### src/include/dbg_mem_consts.svh
// Debug memory constants

`ifndef DBG_MEM_CONSTS_SVH
`define DBG_MEM_CONSTS_SVH

// decoded width of the hart bus address
`define DBG_ADDR_BITS 12

// --------------------------------------------------
// event write addresses
// --------------------------------------------------
`define DBG_HALTED    12'h100
`define DBG_GOING     12'h104
`define DBG_RESUMING  12'h108
`define DBG_EXCEPTION 12'h10C

// --------------------------------------------------
// memory map
// --------------------------------------------------
// jump slot fetched by the hart
`define DBG_WHERETO     12'h300
// eight abstract command words, up to 0x37F
`define DBG_ABSCMD_BASE 12'h360
`define DBG_DATA_BASE   12'h380
`define DBG_DATA_COUNT  2
// one flag byte per hart
`define DBG_FLAGS_BASE  12'h400
`define DBG_FLAGS_END   12'h7FF

`define DBG_RESUME_ADDR 12'h808

`define DBG_NR_HARTS_DEFAULT 4

`endif

### src/source/dbg_mem_pkg.sv
// Debug memory types

`default_nettype none

package dbg_mem_pkg;

    // command and resume sequencing
    typedef enum logic [1:0] {
        IDLE,
        GO,
        RESUME,
        CMD_EXECUTING
    } cmd_state_e;

    typedef enum logic [2:0] {
        CMDERR_NONE          = 3'd0,
        CMDERR_BUSY          = 3'd1,
        CMDERR_NOT_SUPPORTED = 3'd2,
        CMDERR_EXCEPTION     = 3'd3,
        CMDERR_HALT_RESUME   = 3'd4
    } cmderr_e;

    // abstract command types, only access register is executed
    typedef enum logic [7:0] {
        ACCESS_REGISTER = 8'd0,
        QUICK_ACCESS    = 8'd1,
        ACCESS_MEMORY   = 8'd2
    } cmdtype_e;

    // base opcodes used to build the command words
    typedef enum logic [6:0] {
        OPC_LOAD   = 7'h03,
        OPC_OP_IMM = 7'h13,
        OPC_AUIPC  = 7'h17,
        OPC_STORE  = 7'h23,
        OPC_JAL    = 7'h6F,
        OPC_SYSTEM = 7'h73
    } rv_opcode_e;

    // which region the last hart read addressed
    typedef enum logic [2:0] {
        RD_NONE,
        RD_WHERETO,
        RD_DATA,
        RD_ABSCMD,
        RD_FLAGS
    } rd_src_e;

endpackage

`default_nettype wire

### src/source/abstract_cmd_gen.sv
// Abstract command generator

`timescale 1ns/1ns
`default_nettype none

`include "dbg_mem_consts.svh"

module abstract_cmd_gen (
    input  logic             clk_i,
    input  logic             rst_ni,
    input  logic [7:0]       cmd_type_i,
    input  logic [23:0]      cmd_control_i,
    input  logic             accept_i,
    output logic             supported_o,
    output logic [7:0][31:0] abscmd_o
);

    import dbg_mem_pkg::*;

    localparam logic [11:0] CsrDscratch1 = 12'h7B3;
    localparam logic [4:0]  RegA0        = 5'd10;
    localparam logic [31:0] Nop          = {12'h000, 5'd0, 3'b000, 5'd0, OPC_OP_IMM};

    logic       transfer_q, write_q;
    logic [4:0] regno_q;
    logic       regno_ok;

    function automatic logic [31:0] itype(input logic [11:0] imm, input logic [4:0] rs1,
                                          input logic [2:0] f3, input logic [4:0] rd,
                                          input rv_opcode_e opc);
        return {imm, rs1, f3, rd, opc};
    endfunction

    function automatic logic [31:0] stype(input logic [11:0] imm, input logic [4:0] rs2,
                                          input logic [4:0] rs1, input logic [2:0] f3,
                                          input rv_opcode_e opc);
        return {imm[11:5], rs2, rs1, f3, imm[4:0], opc};
    endfunction

    // gpr range 0x1000..0x101f
    assign regno_ok = (cmd_control_i[15:5] == 11'h080);

    // only 32 bit register access with an optional transfer
    assign supported_o = (cmd_type_i == ACCESS_REGISTER) &&
                         (cmd_control_i[22:20] == 3'd2) &&
                         (!cmd_control_i[17] || regno_ok);

    always_ff @(posedge clk_i or negedge rst_ni) begin
        if (!rst_ni) begin
            transfer_q <= 1'b0;
            write_q    <= 1'b0;
            regno_q    <= 5'd0;
        end else if (accept_i) begin
            transfer_q <= cmd_control_i[17];
            write_q    <= cmd_control_i[16];
            regno_q    <= cmd_control_i[4:0];
        end
    end

    // --------------------------------------------------
    // command words
    // --------------------------------------------------
    always_comb begin
        // save a0, then point it at the debug module base
        abscmd_o[0] = itype(CsrDscratch1, RegA0, 3'b001, 5'd0, OPC_SYSTEM);
        abscmd_o[1] = {20'h00000, RegA0, OPC_AUIPC};
        abscmd_o[2] = itype({7'b0, 5'd12}, RegA0, 3'b101, RegA0, OPC_OP_IMM);
        abscmd_o[3] = itype({7'b0, 5'd12}, RegA0, 3'b001, RegA0, OPC_OP_IMM);
        abscmd_o[4] = Nop;
        if (transfer_q) begin
            if (write_q) begin
                abscmd_o[4] = itype(`DBG_DATA_BASE, RegA0, 3'b010, regno_q, OPC_LOAD);
            end else begin
                abscmd_o[4] = stype(`DBG_DATA_BASE, regno_q, RegA0, 3'b010, OPC_STORE);
            end
        end
        abscmd_o[5] = Nop;
        // restore a0 and return to the park loop
        abscmd_o[6] = itype(CsrDscratch1, 5'd0, 3'b010, RegA0, OPC_SYSTEM);
        abscmd_o[7] = itype(12'h001, 5'd0, 3'b000, 5'd0, OPC_SYSTEM);
    end

endmodule

`default_nettype wire

### src/source/cmd_fsm.sv
// Command state machine

`timescale 1ns/1ns
`default_nettype none

module cmd_fsm #(
    parameter int  NrHarts    = 4,
    localparam int HartSelLen = (NrHarts > 1) ? $clog2(NrHarts) : 1
) (
    input  logic                  clk_i,
    input  logic                  rst_ni,
    input  logic                  cmd_valid_i,
    input  logic                  supported_i,
    input  logic [HartSelLen-1:0] hartsel_i,
    input  logic [NrHarts-1:0]    halted_i,
    input  logic [NrHarts-1:0]    resuming_i,
    input  logic [NrHarts-1:0]    haltreq_i,
    input  logic                  resumereq_i,
    input  logic                  going_stb_i,
    input  logic                  halted_stb_i,
    input  logic                  exception_stb_i,
    output logic                  accept_o,
    output logic                  go_o,
    output logic                  resume_o,
    output logic                  cmdbusy_o,
    output logic                  cmderror_valid_o,
    output dbg_mem_pkg::cmderr_e  cmderror_o
);

    import dbg_mem_pkg::*;

    cmd_state_e state_d, state_q;
    logic       sel_halted;

    assign sel_halted = halted_i[hartsel_i];
    assign accept_o   = (state_q == IDLE) && cmd_valid_i && sel_halted && supported_i;
    assign go_o       = (state_q == GO);
    assign resume_o   = (state_q == RESUME);
    assign cmdbusy_o  = (state_q != IDLE);

    always_comb begin
        state_d          = state_q;
        cmderror_valid_o = 1'b0;
        cmderror_o       = CMDERR_NONE;
        case (state_q)
            IDLE: begin
                if (accept_o) begin
                    state_d = GO;
                end else if (cmd_valid_i) begin
                    // single pulse, the command is dropped
                    cmderror_valid_o = 1'b1;
                    cmderror_o       = sel_halted ? CMDERR_NOT_SUPPORTED : CMDERR_HALT_RESUME;
                end else if (resumereq_i && !resuming_i[hartsel_i] &&
                             !haltreq_i[hartsel_i] && sel_halted) begin
                    state_d = RESUME;
                end
            end
            GO:            if (going_stb_i) state_d = CMD_EXECUTING;
            CMD_EXECUTING: if (halted_stb_i) state_d = IDLE;
            RESUME:        if (resuming_i[hartsel_i]) state_d = IDLE;
            default:       state_d = IDLE;
        endcase
        if (exception_stb_i) begin
            cmderror_valid_o = 1'b1;
            cmderror_o       = CMDERR_EXCEPTION;
        end
    end

    always_ff @(posedge clk_i or negedge rst_ni) begin
        if (!rst_ni) begin
            state_q <= IDLE;
        end else begin
            state_q <= state_d;
        end
    end

endmodule

`default_nettype wire

### src/source/dbg_mem_top.sv
// Debug memory top level

`timescale 1ns/1ns
`default_nettype none

`include "dbg_mem_consts.svh"

module dbg_mem_top #(
    parameter int  NrHarts    = `DBG_NR_HARTS_DEFAULT,
    localparam int HartSelLen = (NrHarts > 1) ? $clog2(NrHarts) : 1
) (
    input  logic                             clk_i,
    input  logic                             rst_ni,
    // hart bus
    input  logic                             req_i,
    input  logic                             we_i,
    input  logic [31:0]                      addr_i,
    input  logic [31:0]                      wdata_i,
    input  logic [3:0]                       be_i,
    output logic [31:0]                      rdata_o,
    // debugger side
    input  logic [HartSelLen-1:0]            hartsel_i,
    input  logic [NrHarts-1:0]               haltreq_i,
    input  logic                             resumereq_i,
    output logic [NrHarts-1:0]               debug_req_o,
    output logic [NrHarts-1:0]               halted_o,
    output logic [NrHarts-1:0]               resuming_o,
    input  logic                             cmd_valid_i,
    input  logic [7:0]                       cmd_type_i,
    input  logic [23:0]                      cmd_control_i,
    output logic                             cmdbusy_o,
    output logic                             cmderror_valid_o,
    output dbg_mem_pkg::cmderr_e             cmderror_o,
    input  logic [`DBG_DATA_COUNT-1:0][31:0] data_i,
    output logic [`DBG_DATA_COUNT-1:0][31:0] data_o,
    output logic                             data_valid_o
);

    import dbg_mem_pkg::*;

    logic                  halted_stb, going_stb, resuming_stb, exception_stb;
    logic [HartSelLen-1:0] ev_hart;
    rd_src_e               rd_src;
    logic [2:0]            rd_index;
    logic [NrHarts*8-1:0]  flag_bytes;
    logic [7:0][31:0]      abscmd;
    logic                  accept, supported, go, resume;

    // halt requests go straight to the harts
    assign debug_req_o = haltreq_i;

    hart_bus_decode #(.NrHarts(NrHarts)) u_decode (
        .clk_i, .rst_ni, .req_i, .we_i, .addr_i, .wdata_i, .be_i, .data_i,
        .halted_stb_o    (halted_stb),
        .going_stb_o     (going_stb),
        .resuming_stb_o  (resuming_stb),
        .exception_stb_o (exception_stb),
        .ev_hart_o       (ev_hart),
        .data_o, .data_valid_o,
        .rd_src_o        (rd_src),
        .rd_index_o      (rd_index)
    );

    for (genvar h = 0; h < NrHarts; h++) begin : gen_hart
        hart_flags #(.NrHarts(NrHarts), .HartIndex(h)) u_flags (
            .clk_i, .rst_ni,
            .halted_stb_i   (halted_stb),
            .resuming_stb_i (resuming_stb),
            .ev_hart_i      (ev_hart),
            .clr_resuming_i (!resumereq_i),
            .sel_i          (hartsel_i),
            .go_i           (go),
            .resume_i       (resume),
            .halted_o       (halted_o[h]),
            .resuming_o     (resuming_o[h]),
            .flag_byte_o    (flag_bytes[h*8 +: 8])
        );
    end

    abstract_cmd_gen u_cmd_gen (
        .clk_i, .rst_ni, .cmd_type_i, .cmd_control_i,
        .accept_i    (accept),
        .supported_o (supported),
        .abscmd_o    (abscmd)
    );

    cmd_fsm #(.NrHarts(NrHarts)) u_fsm (
        .clk_i, .rst_ni, .cmd_valid_i, .hartsel_i, .haltreq_i, .resumereq_i,
        .supported_i     (supported),
        .halted_i        (halted_o),
        .resuming_i      (resuming_o),
        .going_stb_i     (going_stb),
        .halted_stb_i    (halted_stb),
        .exception_stb_i (exception_stb),
        .accept_o        (accept),
        .go_o            (go),
        .resume_o        (resume),
        .cmdbusy_o, .cmderror_valid_o, .cmderror_o
    );

    dbg_rdata_mux #(.NrHarts(NrHarts)) u_rdata (
        .clk_i, .rst_ni, .data_i, .resumereq_i, .rdata_o,
        .rd_src_i     (rd_src),
        .rd_index_i   (rd_index),
        .abscmd_i     (abscmd),
        .flag_bytes_i (flag_bytes),
        .cmdbusy_i    (cmdbusy_o)
    );

endmodule

`default_nettype wire

### src/source/dbg_rdata_mux.sv
// Hart read data mux

`timescale 1ns/1ns
`default_nettype none

`include "dbg_mem_consts.svh"

module dbg_rdata_mux #(
    parameter int NrHarts = `DBG_NR_HARTS_DEFAULT
) (
    input  logic                             clk_i,
    input  logic                             rst_ni,
    input  dbg_mem_pkg::rd_src_e             rd_src_i,
    input  logic [2:0]                       rd_index_i,
    input  logic [`DBG_DATA_COUNT-1:0][31:0] data_i,
    input  logic [7:0][31:0]                 abscmd_i,
    input  logic [NrHarts*8-1:0]             flag_bytes_i,
    input  logic                             cmdbusy_i,
    input  logic                             resumereq_i,
    output logic [31:0]                      rdata_o
);

    import dbg_mem_pkg::*;

    // jump offsets relative to the whereto slot
    localparam logic [20:0] AbsCmdOff = 21'(`DBG_ABSCMD_BASE - `DBG_WHERETO);
    localparam logic [20:0] ResumeOff = 21'(`DBG_RESUME_ADDR - `DBG_WHERETO);

    logic [31:0] rdata_q;

    function automatic logic [31:0] jal_x0(input logic [20:0] off);
        return {off[20], off[10:1], off[11], off[19:12], 5'd0, OPC_JAL};
    endfunction

    always_comb begin
        int h;
        h       = 0;
        rdata_o = 32'h0;
        case (rd_src_i)
            RD_WHERETO: begin
                // a running command takes precedence over resume
                if (cmdbusy_i) begin
                    rdata_o = jal_x0(AbsCmdOff);
                end else if (resumereq_i) begin
                    rdata_o = jal_x0(ResumeOff);
                end else begin
                    rdata_o = rdata_q;
                end
            end
            RD_DATA:   rdata_o = data_i[rd_index_i];
            RD_ABSCMD: rdata_o = abscmd_i[rd_index_i];
            RD_FLAGS: begin
                // four hart bytes per word
                for (int b = 0; b < 4; b++) begin
                    h = int'(rd_index_i) * 4 + b;
                    if (h < NrHarts) begin
                        rdata_o[b*8 +: 8] = flag_bytes_i[h*8 +: 8];
                    end
                end
            end
            default: rdata_o = 32'h0;
        endcase
    end

    always_ff @(posedge clk_i or negedge rst_ni) begin
        if (!rst_ni) begin
            rdata_q <= 32'h0;
        end else begin
            rdata_q <= rdata_o;
        end
    end

endmodule

`default_nettype wire

### src/source/hart_bus_decode.sv
// Hart bus decoder

`timescale 1ns/1ns
`default_nettype none

`include "dbg_mem_consts.svh"

module hart_bus_decode #(
    parameter int   NrHarts    = `DBG_NR_HARTS_DEFAULT,
    localparam int  HartSelLen = (NrHarts > 1) ? $clog2(NrHarts) : 1
) (
    input  logic                                clk_i,
    input  logic                                rst_ni,
    input  logic                                req_i,
    input  logic                                we_i,
    input  logic [31:0]                         addr_i,
    input  logic [31:0]                         wdata_i,
    input  logic [3:0]                          be_i,
    input  logic [`DBG_DATA_COUNT-1:0][31:0]    data_i,
    output logic                                halted_stb_o,
    output logic                                going_stb_o,
    output logic                                resuming_stb_o,
    output logic                                exception_stb_o,
    output logic [HartSelLen-1:0]               ev_hart_o,
    output logic [`DBG_DATA_COUNT-1:0][31:0]    data_o,
    output logic                                data_valid_o,
    output dbg_mem_pkg::rd_src_e                rd_src_o,
    output logic [2:0]                          rd_index_o
);

    import dbg_mem_pkg::*;

    localparam logic [11:0] DataEnd   = `DBG_DATA_BASE + 4 * `DBG_DATA_COUNT - 1;
    localparam logic [11:0] AbsCmdEnd = `DBG_ABSCMD_BASE + 12'h1F;

    logic [`DBG_ADDR_BITS-1:0] addr;
    logic [11:0] data_off, abs_off, flag_off;
    logic        wr, in_data, in_abscmd, in_flags;
    rd_src_e     rd_src_d;
    logic [2:0]  rd_index_d;

    assign addr      = addr_i[`DBG_ADDR_BITS-1:0];
    assign wr        = req_i & we_i;
    assign data_off  = addr - `DBG_DATA_BASE;
    assign abs_off   = addr - `DBG_ABSCMD_BASE;
    assign flag_off  = addr - `DBG_FLAGS_BASE;
    assign in_data   = (addr >= `DBG_DATA_BASE) && (addr <= DataEnd);
    assign in_abscmd = (addr >= `DBG_ABSCMD_BASE) && (addr <= AbsCmdEnd);
    assign in_flags  = (addr >= `DBG_FLAGS_BASE) && (addr <= `DBG_FLAGS_END);

    // event strobes, the hart reports its own index in the write data
    assign halted_stb_o    = wr && (addr == `DBG_HALTED);
    assign going_stb_o     = wr && (addr == `DBG_GOING);
    assign resuming_stb_o  = wr && (addr == `DBG_RESUMING);
    assign exception_stb_o = wr && (addr == `DBG_EXCEPTION);
    assign ev_hart_o       = wdata_i[HartSelLen-1:0];
    assign data_valid_o    = wr && in_data;

    // byte enabled merge into the addressed data word
    always_comb begin
        data_o = data_i;
        if (data_valid_o) begin
            for (int b = 0; b < 4; b++) begin
                if (be_i[b]) begin
                    data_o[data_off[4:2]][b*8 +: 8] = wdata_i[b*8 +: 8];
                end
            end
        end
    end

    always_comb begin
        rd_src_d   = RD_NONE;
        rd_index_d = 3'd0;
        if (addr == `DBG_WHERETO) begin
            rd_src_d = RD_WHERETO;
        end else if (in_data) begin
            rd_src_d   = RD_DATA;
            rd_index_d = data_off[4:2];
        end else if (in_abscmd) begin
            rd_src_d   = RD_ABSCMD;
            rd_index_d = abs_off[4:2];
        end else if (in_flags) begin
            rd_src_d   = RD_FLAGS;
            rd_index_d = flag_off[4:2];
        end
    end

    // selection is kept until the next read
    always_ff @(posedge clk_i or negedge rst_ni) begin
        if (!rst_ni) begin
            rd_src_o   <= RD_NONE;
            rd_index_o <= 3'd0;
        end else if (req_i && !we_i) begin
            rd_src_o   <= rd_src_d;
            rd_index_o <= rd_index_d;
        end
    end

endmodule

`default_nettype wire

### src/source/hart_flags.sv
// Per-hart status flags

`timescale 1ns/1ns
`default_nettype none

module hart_flags #(
    parameter int  NrHarts    = 4,
    parameter int  HartIndex  = 0,
    localparam int HartSelLen = (NrHarts > 1) ? $clog2(NrHarts) : 1
) (
    input  logic                  clk_i,
    input  logic                  rst_ni,
    input  logic                  halted_stb_i,
    input  logic                  resuming_stb_i,
    input  logic [HartSelLen-1:0] ev_hart_i,
    input  logic                  clr_resuming_i,
    input  logic [HartSelLen-1:0] sel_i,
    input  logic                  go_i,
    input  logic                  resume_i,
    output logic                  halted_o,
    output logic                  resuming_o,
    output logic [7:0]            flag_byte_o
);

    logic ev_match, selected;

    assign ev_match = (ev_hart_i == HartSelLen'(HartIndex));
    assign selected = (sel_i == HartSelLen'(HartIndex));

    // go and resume are only shown to the selected hart
    assign flag_byte_o = selected ? {6'b0, resume_i, go_i} : 8'h00;

    always_ff @(posedge clk_i or negedge rst_ni) begin
        if (!rst_ni) begin
            halted_o   <= 1'b0;
            resuming_o <= 1'b0;
        end else begin
            if (halted_stb_i && ev_match) begin
                halted_o <= 1'b1;
            end
            // a resuming write wins over the clear from the debugger
            if (resuming_stb_i && ev_match) begin
                halted_o   <= 1'b0;
                resuming_o <= 1'b1;
            end else if (clr_resuming_i && selected) begin
                resuming_o <= 1'b0;
            end
        end
    end

endmodule

`default_nettype wire

### config.mk
export PLATFORM = sky130hd
export DESIGN_NAME = dbg_mem_top
export DESIGN_NICKNAME = d
export VERILOG_FILES = /design/src/source/dbg_mem_pkg.sv /design/src/source/abstract_cmd_gen.sv /design/src/source/cmd_fsm.sv /design/src/source/dbg_mem_top.sv /design/src/source/dbg_rdata_mux.sv /design/src/source/hart_bus_decode.sv /design/src/source/hart_flags.sv
export VERILOG_INCLUDE_DIRS = /design/src /design/src/include
export SDC_FILE = /design/constraint.sdc
export NUM_CORES = 1
export LEC_CHECK = 0
export ABC_AREA = 1
export BUFFER_PORTS_ARGS = -buffer_cell sky130_fd_sc_hd__buf_2
export CAP_MARGIN = 20
export CORE_MARGIN = 1.5
export CORE_UTILIZATION = 30
export CTS_CLUSTER_SIZE = 14
export DETAILED_ROUTE_END_ITERATION = 6
export SLEW_MARGIN = 15
export SYNTH_ARGS = -nofsm -noshare
export SYNTH_HDL_FRONTEND = slang
export SYNTH_SLANG_ARGS = --single-unit
### constraint.sdc
create_clock -name clk_i -period 1.7 [get_ports clk_i]
set_input_delay 0.17 -clock clk_i [delete_from_list [all_inputs] [get_ports clk_i]]
set_output_delay 0.17 -clock clk_i [all_outputs]
set_load 0.02 [all_outputs]
# Word-level counts from Yosys, hierarchy flattened
# Index checks and enable logic that the tools add are counted.
[word_totals] in_bits=176 word_cells=199 output_inout_bits=114 register_bits=55
[classes] addsub=6 mux=83 n_bitwise=1 reduce_logical=50 shift=4 magnitude_cmp=15 n_eq_ne=25
[ops] operator="64-bit 2-to-1 mux" n=8
[ops] operator="64-bit bitwise mux" n=4
[ops] operator="32-bit 2-to-1 mux" n=7
[ops] operator="32-bit demux with 1-bit select" n=4
[ops] operator="32-bit one-hot mux with 4 select lines" n=1
[ops] operator="32-bit binary-select mux with 3-bit select" n=1
[ops] operator="32-bit by 4-bit < comparator with 1-bit output, second input constant" n=3
[ops] operator="32-bit by 32-bit indexed part select with 8-bit output" n=3
[ops] operator="12-bit by 9-bit equality test with 1-bit output, second input constant" n=4
[ops] operator="8-bit 2-to-1 mux" n=5
[ops] operator="3-bit 2-to-1 mux" n=13
[ops] operator="32-bit by 9-bit indexed part select with 8-bit output" n=1
[ops] operator="1-bit logical AND" n=30
[ops] operator="25-bit 2-to-1 mux" n=1
[ops] operator="12-bit by 10-bit >= comparator with 1-bit output, second input constant" n=2
[ops] operator="12-bit by 10-bit less-or-equal comparator with 1-bit output, second input constant" n=2
[ops] operator="24-bit 2-to-1 mux" n=1
[ops] operator="1-bit 2-to-1 mux" n=23
[ops] operator="2-bit 2-to-1 mux" n=10
[ops] operator="2-bit nonzero test" n=9
[ops] operator="16-bit 2-to-1 mux" n=1
[ops] operator="5-bit by 1-bit subtractor with 5-bit output, second input constant" n=3
[ops] operator="5-bit by 2-bit adder with 6-bit output, second input constant" n=2
[ops] operator="12-bit by 10-bit equality test with 1-bit output, second input constant" n=1
[ops] operator="other kinds (25)" n=45

# Depth between registers and ports, before layout
# Gate-level depths: netlist of run 1.
[depth] depth_word=17 depth_mapped=12 mapped_depth_nobuf=12

# Cells and area by module
# Synthesis of run 1 repeated with hierarchy kept, for this count alone.
[unflattened] cells_unflattened=2298 area_unflattened_um2=11548.6
[by_module_without_submodules] mod="dbg_rdata_mux" cells_per_inst=1145 seq_area_each_um2=800.8 area_each_um2=5385.2 instances=1
[by_module_without_submodules] mod="hart_bus_decode" cells_per_inst=670 seq_area_each_um2=150.1 area_each_um2=2840.2 instances=1
[by_module_without_submodules] mod="abstract_cmd_gen" cells_per_inst=314 seq_area_each_um2=175.2 area_each_um2=2278.4 instances=1
[by_module_without_submodules] mod="cmd_fsm" cells_per_inst=66 seq_area_each_um2=50.0 area_each_um2=361.6 instances=1
[by_module_without_submodules] mod="hart_flags at gen_hart[1].u_flags ..." cells_per_inst=25 seq_area_each_um2=50.0 area_each_um2=162.7 instances=2
[by_module_without_submodules] mod="hart_flags at gen_hart[0].u_flags" cells_per_inst=24 seq_area_each_um2=50.0 area_each_um2=162.7 instances=1
[by_module_without_submodules] mod="hart_flags at gen_hart[3].u_flags" cells_per_inst=24 seq_area_each_um2=50.0 area_each_um2=161.4 instances=1
[by_module_without_submodules] mod="dbg_mem_top" cells_per_inst=5 seq_area_each_um2=0.0 area_each_um2=33.8 instances=1

# Worst setup path after synthesis of run 1
# OpenSTA, ideal clock, no wires.
[synth_path] path_type="flip-flop to flip-flop" start="reg u_decode.rd_src_o[0]" end="reg u_rdata.rdata_q[11]" setup_ps=221 arrival_ps=1865 path_stages_with_launch=7 period_less_slack_ps=2086 path_buffers=0 required_ps=1479 path_slack_ps=-386 path_cell_list="dfrtp_1 > inv_1 > nor2_1 > nand2_1 > inv_2 > nand4_1 > o311ai_0"
[synth_via] elab_chain_len=2 elab_cells_between_ends=5 cone_classes="eq/ne (4); mux (1)"
[synth_lines] item="start, declared" line="hart_bus_decode.sv:27" text="output dbg_mem_pkg::rd_src_e rd_src_o,"
[synth_lines] item="start signal, assigned" line="hart_bus_decode.sv:94" text="rd_src_o <= rd_src_d;"
[synth_lines] item="3-bit equality test, or another cell as far along" line="dbg_rdata_mux.sv:39" text="case (rd_src_i)"
[synth_lines] item="32-bit one-hot mux with 4 select lines *" line="dbg_rdata_mux.sv:39"
[synth_lines] item="named net rdata_o[11]" line="dbg_mem_top.sv:20" text="output logic [31:0] rdata_o,"
[synth_lines] item="end signal, assigned" line="dbg_rdata_mux.sv:69" text="rdata_q <= rdata_o;"
[synth_lines] item="end, declared" line="dbg_rdata_mux.sv:29" text="logic [31:0] rdata_q;"
# Mark *: on every way through the listed nets, which the timed path passes. The rest lies on a longest branch.
# A chain may end at the register's enable or synchronous reset.

# Worst setup path in the final report of run 1
[layout_path] start="reg u_decode.rd_index_o[0]" end="out rdata_o[24]"
[layout_via] elab_chain_len=4 elab_cells_between_ends=9 cone_classes="add/sub (1); order compare (1); shift (1); mux (6)"
[layout_lines] item="start, declared" line="hart_bus_decode.sv:28" text="output logic [2:0] rd_index_o"
[layout_lines] item="start signal, assigned" line="hart_bus_decode.sv:95" text="rd_index_o <= rd_index_d;"
[layout_lines] item="5-bit by 2-bit adder with 6-bit output" line="dbg_rdata_mux.sv:55" text="h = int'(rd_index_i) * 4 + b;"
[layout_lines] item="32-bit by 4-bit < comparator with 1-bit output or 32-bit by 32-bit indexed part select with 8-bit output (tied branches)" line="dbg_rdata_mux.sv:56, dbg_rdata_mux.sv:57"
[layout_lines] item="8-bit 2-to-1 mux" line="dbg_rdata_mux.sv:56" text="if (h < NrHarts) begin"
[layout_lines] item="32-bit one-hot mux with 4 select lines *" line="dbg_rdata_mux.sv:39"
[layout_lines] item="end, declared" line="dbg_mem_top.sv:20"
# Every way passes the cells marked *; elsewhere a longest branch is shown, timed or not. The select of a mux whose other input is x is not followed.

==> impl_metrics.toml, run 1 <==
[synthesis]
synth-edff-count = 0
synthCells = 689
synth.distinct_cells = 40
syn_avg_cell_area_um2 = 6.64
synthesis.area_mm2 = 0.00457
postSynth.asyncResetShare_pct = 100
ys_ff_latch = 55
ys.flop_type = "dfrtp_1"
ys_warn_count = 0
synth_fp_nets = 865
ys_seq_area_share_pct = 30.1

[sta]
relSlewSlack_pct = 72.2
setup_viol = 100
hold_viol = 0
period_share_pct = 125
finalCriticalPeriod_ns = 2.13
layout_setup_ws_ns = -0.427
max_freq_mhz = 470
skew_ns = 0.00685
tightest_slew_ns = 0.413
holdWs_ns = 0.0645
final_max_slew_viol_count = 0
grt_setup_unrepaired = "true"

[worst_setup_path]
reg2reg_slack_ns = 0
timing.rr.end = "u_fsm.state_q[0]$_DFFE_PN0P_"
critPathMaxStageDelay_ns = 0.51
worst_setup_path_start_kind = "flop"
cp-end-kind = "primary output"
crit_buf_inv = 3
crit_path_start = "u_decode.rd_index_o[0]$_DFFE_PN0P_"
r2r_start = "u_fsm.state_q[0]$_DFFE_PN0P_"
cp.depth = 7
crit_slowest_cell = "dfrtp_2"
crit_chain = "inv_4 -> a21oi_1 -> nor2_2 -> buf_4 -> nand2_2 -> o2111ai_2 -> buf_6"
crit_arrival_ns = 1.96
required_ns = 1.53
rr_worst_depth = 11
critPathTopFamily = "flip-flops"
endpoint = "rdata_o[24]"
crit_fanout = 6
critPathKind = "flop to primary output"

[finish]
syn_to_final_growth_pct = 100
stdcell_area_mm2 = 0.00916
nets = 1223
fin_util_pct = 62.3
finalNonFillerCells = 1232
drive_gt1_share_pct = 61.2
n_antenna_cell = 0

[outcome]
status = "finished, violations left"
failed_checks = "setup timing"

[power]
leakagePower_nw = 4.74
peakVddDrop_mv = 0.368
total_power_mw = 5.03
power_density_mw_per_mm2 = 549

[placement]
dpl.hpwl_um = 14100
numPortBuffers = 266
placed_cell_area_mm2 = 0.00653
placed_cells = 1168
gp_congestion = 0.859

[floorplan]
die_h_um = 126
ios = 290
rows = 44
fp.coreArea_mm2 = 0.0147
die-area_mm2 = 0.0160
initial_core_util_pct = 31.1
die_w_um = 126

[cts]
cts_sinks = 55
numCtsBuffers = 5
clk_pin_slew_ns = 0.08
root_buffer = "clkbuf_16"
cts-htree-levels = 2
worstSkewPairLatency_ns = 0.30
cts_tree = "built"
clock_path_buffers = 2

[global_routing]
grt_max_degree = 56
gr-total-overflow = 0
track_usage_pct = 23.0
grt_pass1_vias = 5880
grt_pass1_wl_um = 29800
antenna_found_initial = 0

[run]
cap_violations = 0

[route]
dr.pass1.iters = 5
vias_per_cell = 5.02
avgRoutedWirePerCell_um = 17.1
first_iter_violations = 340
vias = 6180
wl_um = 21000
drc = 0
final_antenna_net_count = 0

[hold_path]
hold_path_class = "input port to flop"
-- worst min-delay path by stage --
| stage | startpoint | to | slack [ns] | cells past startpoint |
|---|---|---|---|---|
| global placement | rst_ni | gen_hart[0].u_flags.halted_o$_DFFE_PN0P_ | 0.19 | 2 |
| global route | cmd_control_i[1] | u_cmd_gen.regno_q[1]$_DFFE_PN0P_ | 0.08 | 3 |
| floorplan | rst_ni | gen_hart[0].u_flags.halted_o$_DFFE_PN0P_ | -0.13 | 0 |
| detailed placement | rst_ni | gen_hart[0].u_flags.halted_o$_DFFE_PN0P_ | 0.19 | 2 |
| finish | cmd_control_i[1] | u_cmd_gen.regno_q[1]$_DFFE_PN0P_ | 0.06 | 3 |
| CTS | cmd_control_i[1] | u_cmd_gen.regno_q[1]$_DFFE_PN0P_ | 0.07 | 3 |
-- final cells by class --
| class | count | area (µm²) |
|---|---|---|
| Clock buffer | 5 | 125 |
| Fill cell | 1187 | 5540 |
| Multi-Input combinational cell | 498 | 3860 |
| Clock inverter | 3 | 23.8 |
| Tap cell | 184 | 230 |
| Inverter | 104 | 410 |
| Timing Repair Buffer | 383 | 3130 |
| Sequential cell | 55 | 1380 |
-- tightest hold or removal path, delay by kind of cell --
kind | cells | cell delay, ns
buffers and inverters | 1 | 0.07
and+or+nand+nor | 2 | 0.08
-- flip-flops by register name, summed over array words and instances, names as in the netlist --
| register | count |
|---|---|
| u_cmd_gen.write_q | 1 |
| gen_hart.u_flags.halted_o | 4 |
| u_decode.rd_index_o | 3 |
| u_cmd_gen.transfer_q | 1 |
| gen_hart.u_flags.resuming_o | 4 |
| u_fsm.state_q | 2 |
| u_cmd_gen.regno_q | 5 |
| u_decode.rd_src_o | 3 |
| u_rdata.rdata_q | 32 |
-- cell usage after synthesis (4+ instances only) --
cell	count	area, µm²
a21oi_1	21	105
nand2_1	205	769
o21ai_0	27	135
nand3_1	29	145
buf_6	8	90.1
o311ai_0	12	105
o21ai_1	13	65.1
buf_4	14	105
nand2_2	9	56.3
buf_2	5	25.0
o2111ai_1	5	43.8
nand4_1	4	25.0
nor2_4	4	45.0
dfrtp_1	55	1380
nor2_1	61	229
clkbuf_1	7	26.3
inv_1	101	379
o21ai_2	51	447
o211ai_1	5	37.5
nor3_1	12	60.1
-- per-stage QoR --
step,setup slack (ns),TNS [ns]
2_1_floorplan,-0.104,-0.367
3_3_place_gp,-0.189,-4.75
3_5_place_dp,-0.203,-5.41
4_1_cts,-0.292,-8.50
5_1_grt,-0.469,-22.00
6_report,-0.427,-13.91
-- cells by family after synthesis --
| group | after synthesis | synth area share, % |
|---|---|---|
| and+or+nand+nor | 337 | 31.4 |
| AOI/OAI and AO/OA | 153 | 23.7 |
| buffers and inverters | 141 | 14.2 |
| DFF | 55 | 30.1 |
| muxes | 3 | 0.656 |
-- layout by cell type, fill, tap and decap left out, drive strengths merged, types with 7 or more instances in the layout --
cell,count
o311ai,12
a21oi,21
inv,104
nand3,31
nor3,13
o21ai,91
clkbuf,7
dfrtp,55
nor2,68
buf,380
nand2,220
-- power breakdown --
part | switching [mW] | total, mW | leakage (nW) | internal (mW)
logic | 1.35 | 2.50 | 3.95 | 1.15
clock network | 0.525 | 1.08 | 0.0717 | 0.556
registers | 0.0595 | 1.45 | 0.717 | 1.39
-- per-layer routing --
metal | vias up | routed length, µm | track usage, %
met4 | 0 | 659 | 6.42
met5 | - | 0 | 0
met2 | 289 | 10700 | 40.4
met1 | 2877 | 8350 | 29.6
met3 | 54 | 1310 | 3.08
li1 | 2960 | - | -
-- timing repair --
item	CTS	global route
cloned	5	6
buffers inserted	24	21
pin swaps	28	40
gates resized for setup	221	274
setup endpoints to repair	82	107
endpoints found under the hold margin	55	0
hold buffers	1	0
No activity file was read; power rests on OpenSTA's default activity.
==> inputs of run 2 (changes only) <==
==> constraint.sdc (replaced) <==
create_clock -name clk_i -period 2.7 [get_ports clk_i]
set_input_delay 0.27 -clock clk_i [delete_from_list [all_inputs] [get_ports clk_i]]
set_output_delay 0.27 -clock clk_i [all_outputs]
set_load 0.02 [all_outputs]
==> run 2 against run 1 <==
Effect of this change:
- the run ends with hold timing left
- clock skew is 0.0036 ns higher
- sequential power is 38% lower
- combinational power down 64%
- register-to-register slack better by 0.84 ns
- global-route usage is 2.6 points lower
- cell count is 8.8% lower
- via count down 13%
- hold slack got worse by 0.087 ns
- worst setup slack improved by 0.64 ns
- critical path type unchanged
- largest cell class unchanged
- largest power group is now sequential cells
==> impl_metrics.toml, run 2 (same netlist as run 1, synthesis figures left out) <==
[outcome]
status = "finished, violations left"
failed_checks = "hold timing"

[hold_path]
hold_path_class = "input port to asynchronous set/reset pin"

[power]
peakVddDrop_mv = 0.238
leakagePower_nw = 3.65
total_power_mw = 2.48
power_density_mw_per_mm2 = 402

[cts]
cts_tree = "built"
clock_path_buffers = 2
clk_pin_slew_ns = 0.07
post-cts-setup-buffers = 0
root_buffer = "clkbuf_16"
cts_sinks = 55
worstSkewPairLatency_ns = 0.30
numCtsBuffers = 5
cts-htree-levels = 2

[floorplan]
initial_core_util_pct = 31.1
ios = 290
die_h_um = 126
die_w_um = 126
fp.coreArea_mm2 = 0.0147
die-area_mm2 = 0.0160
rows = 44

[sta]
max_freq_mhz = 402
tns_ns = 0
holdWs_ns = -0.0221
final_max_slew_viol_count = 0
tightest_slew_ns = 0.717
grt_setup_unrepaired = "false"
setup_viol = 0
skew_ns = 0.0105
hold_viol = 25
finalCriticalPeriod_ns = 2.49
relSlewSlack_pct = 51.8
period_share_pct = 92.1

[route]
wl_um = 16500
avgRoutedWirePerCell_um = 14.7
final_antenna_net_count = 0
drc = 0
dr.pass1.iters = 5
vias = 5353
first_iter_violations = 268
vias_per_cell = 4.77

[global_routing]
grtUsageMet3_pct = 2.78
grt.busiest_layer = "met2"
track_usage_pct = 20.4
antenna_found_initial = 0
grt_pass1_vias = 5136
grtUsageMet2_pct = 35.2
grt_max_degree = 31
grt_pass1_wl_um = 26400
gr-total-overflow = 0
use_met1_pct = 26.9

[worst_setup_path]
worst_setup_path_start_kind = "flop"
crit_fanout = 27
required_ns = 2.43
cp-end-kind = "primary output"
reg2reg_slack_ns = 0.84
critPathKind = "flop to primary output"
crit_arrival_ns = 2.22

[finish]
final_cell_mix = "buf_2, nand2_1, inv_1, nor2_1, dfrtp_1"
nets = 1114
largest_reg_flops = 32
regMostFlops = "u_rdata.rdata_q"
n_antenna_cell = 0
syn_to_final_growth_pct = 34.7
layout_commonest_cell = "buf_2"
largestRegisters = "u_rdata.rdata_q (32), u_cmd_gen.regno_q (5)"
drive_gt1_share_pct = 38.9

[placement]
gp_congestion = 0.859
numPortBuffers = 266
dpl.hpwl_um = 13600

[run]
cap_violations = 0
## run 2: cell types whose count changed in the layout (fill, tap and decap cells not counted), moves of 10 or more
cell	change
nand2_1	+79
nand2_4	-34
inv_1	+12
buf_6	-94
nand2_2	-40
buf_2	+102
nand2_8	-10
buf_4	-90
buf_12	-13
o21ai_4	-27
o21ai_1	+11
nor2_1	+10
a21oi_1	+10
## run 2: metrics by stage
| step | cell area, µm² | std cells | setup slack [ns] | utilization [%] |
|---|---|---|---|---|
| finish | 6160 | 1123 | 0.213 | 41.9 |
| global route | 6160 | 1123 | 0.00162 | 41.9 |
| CTS | 6150 | 1123 | 0.0821 | 41.8 |
| detailed placement | 5990 | 1115 | 0.413 | 40.8 |
| global placement | 5990 | 1115 | 0.486 | 40.8 |
| floorplan | 4570 | 689 | 0.565 | - |
## run 2: per-layer routing
layer / share of wire (%) / up-vias
li1: - / 2723
met1: 44 / 2422
met2: 48 / 190
met3: 5.6 / 18
met4: 1.6 / 0
met5: 0 / -
## run 2: what timing repair did
item	CTS	global route
hold endpoints to repair	0	0
hold buffers	0	0
resized for setup	0	7
endpoints found under the setup margin	0	9
## run 2: area by class of cell
cell class | count | area [µm²]
Tap cell | 184 | 230
Fill cell | 1618 | 8540
Sequential cell | 55 | 1380
Multi-Input combinational cell | 493 | 2560
Inverter | 104 | 390
Clock inverter | 2 | 16.3
Timing Repair Buffer | 279 | 1450
Clock buffer | 6 | 139
## run 2: path summary, 6_finish.rpt
kind / depth (start not counted) / end / startpoint
max in group asynchronous: 2 / u_decode.rd_src_o[2]$_DFFE_PN0P_ / rst_ni
min: 1 / gen_hart[0].u_flags.resuming_o$_DFFE_PN0P_ / rst_ni
max reg2reg: 6 / u_rdata.rdata_q[29]$_DFF_PN0_ / u_decode.rd_index_o[0]$_DFFE_PN0P_
min reg2reg: 1 / u_rdata.rdata_q[19]$_DFF_PN0_ / u_rdata.rdata_q[19]$_DFF_PN0_
min in group clk_i: 3 / u_cmd_gen.regno_q[1]$_DFFE_PN0P_ / cmd_control_i[1]
max: 7 / rdata_o[29] / u_decode.rd_index_o[0]$_DFFE_PN0P_
## run 2: power by group
group          total, mW  switching [mW]  leakage [nW]  internal, mW
registers          0.904          0.0313         0.721         0.873
logic              0.900           0.586          2.86         0.313
clock network      0.675           0.304        0.0731         0.371
total               2.48           0.921          3.65          1.56
## run 2: worst max-delay path, stage by stage, from the launching register on
cell and delay (ns):
dfrtp_1 0.47, buf_4 0.37, nor2_1 0.11, nor2_1 0.10, nor3_1 0.08, a21oi_1 0.29
o311ai_0 0.27, buf_2 0.23
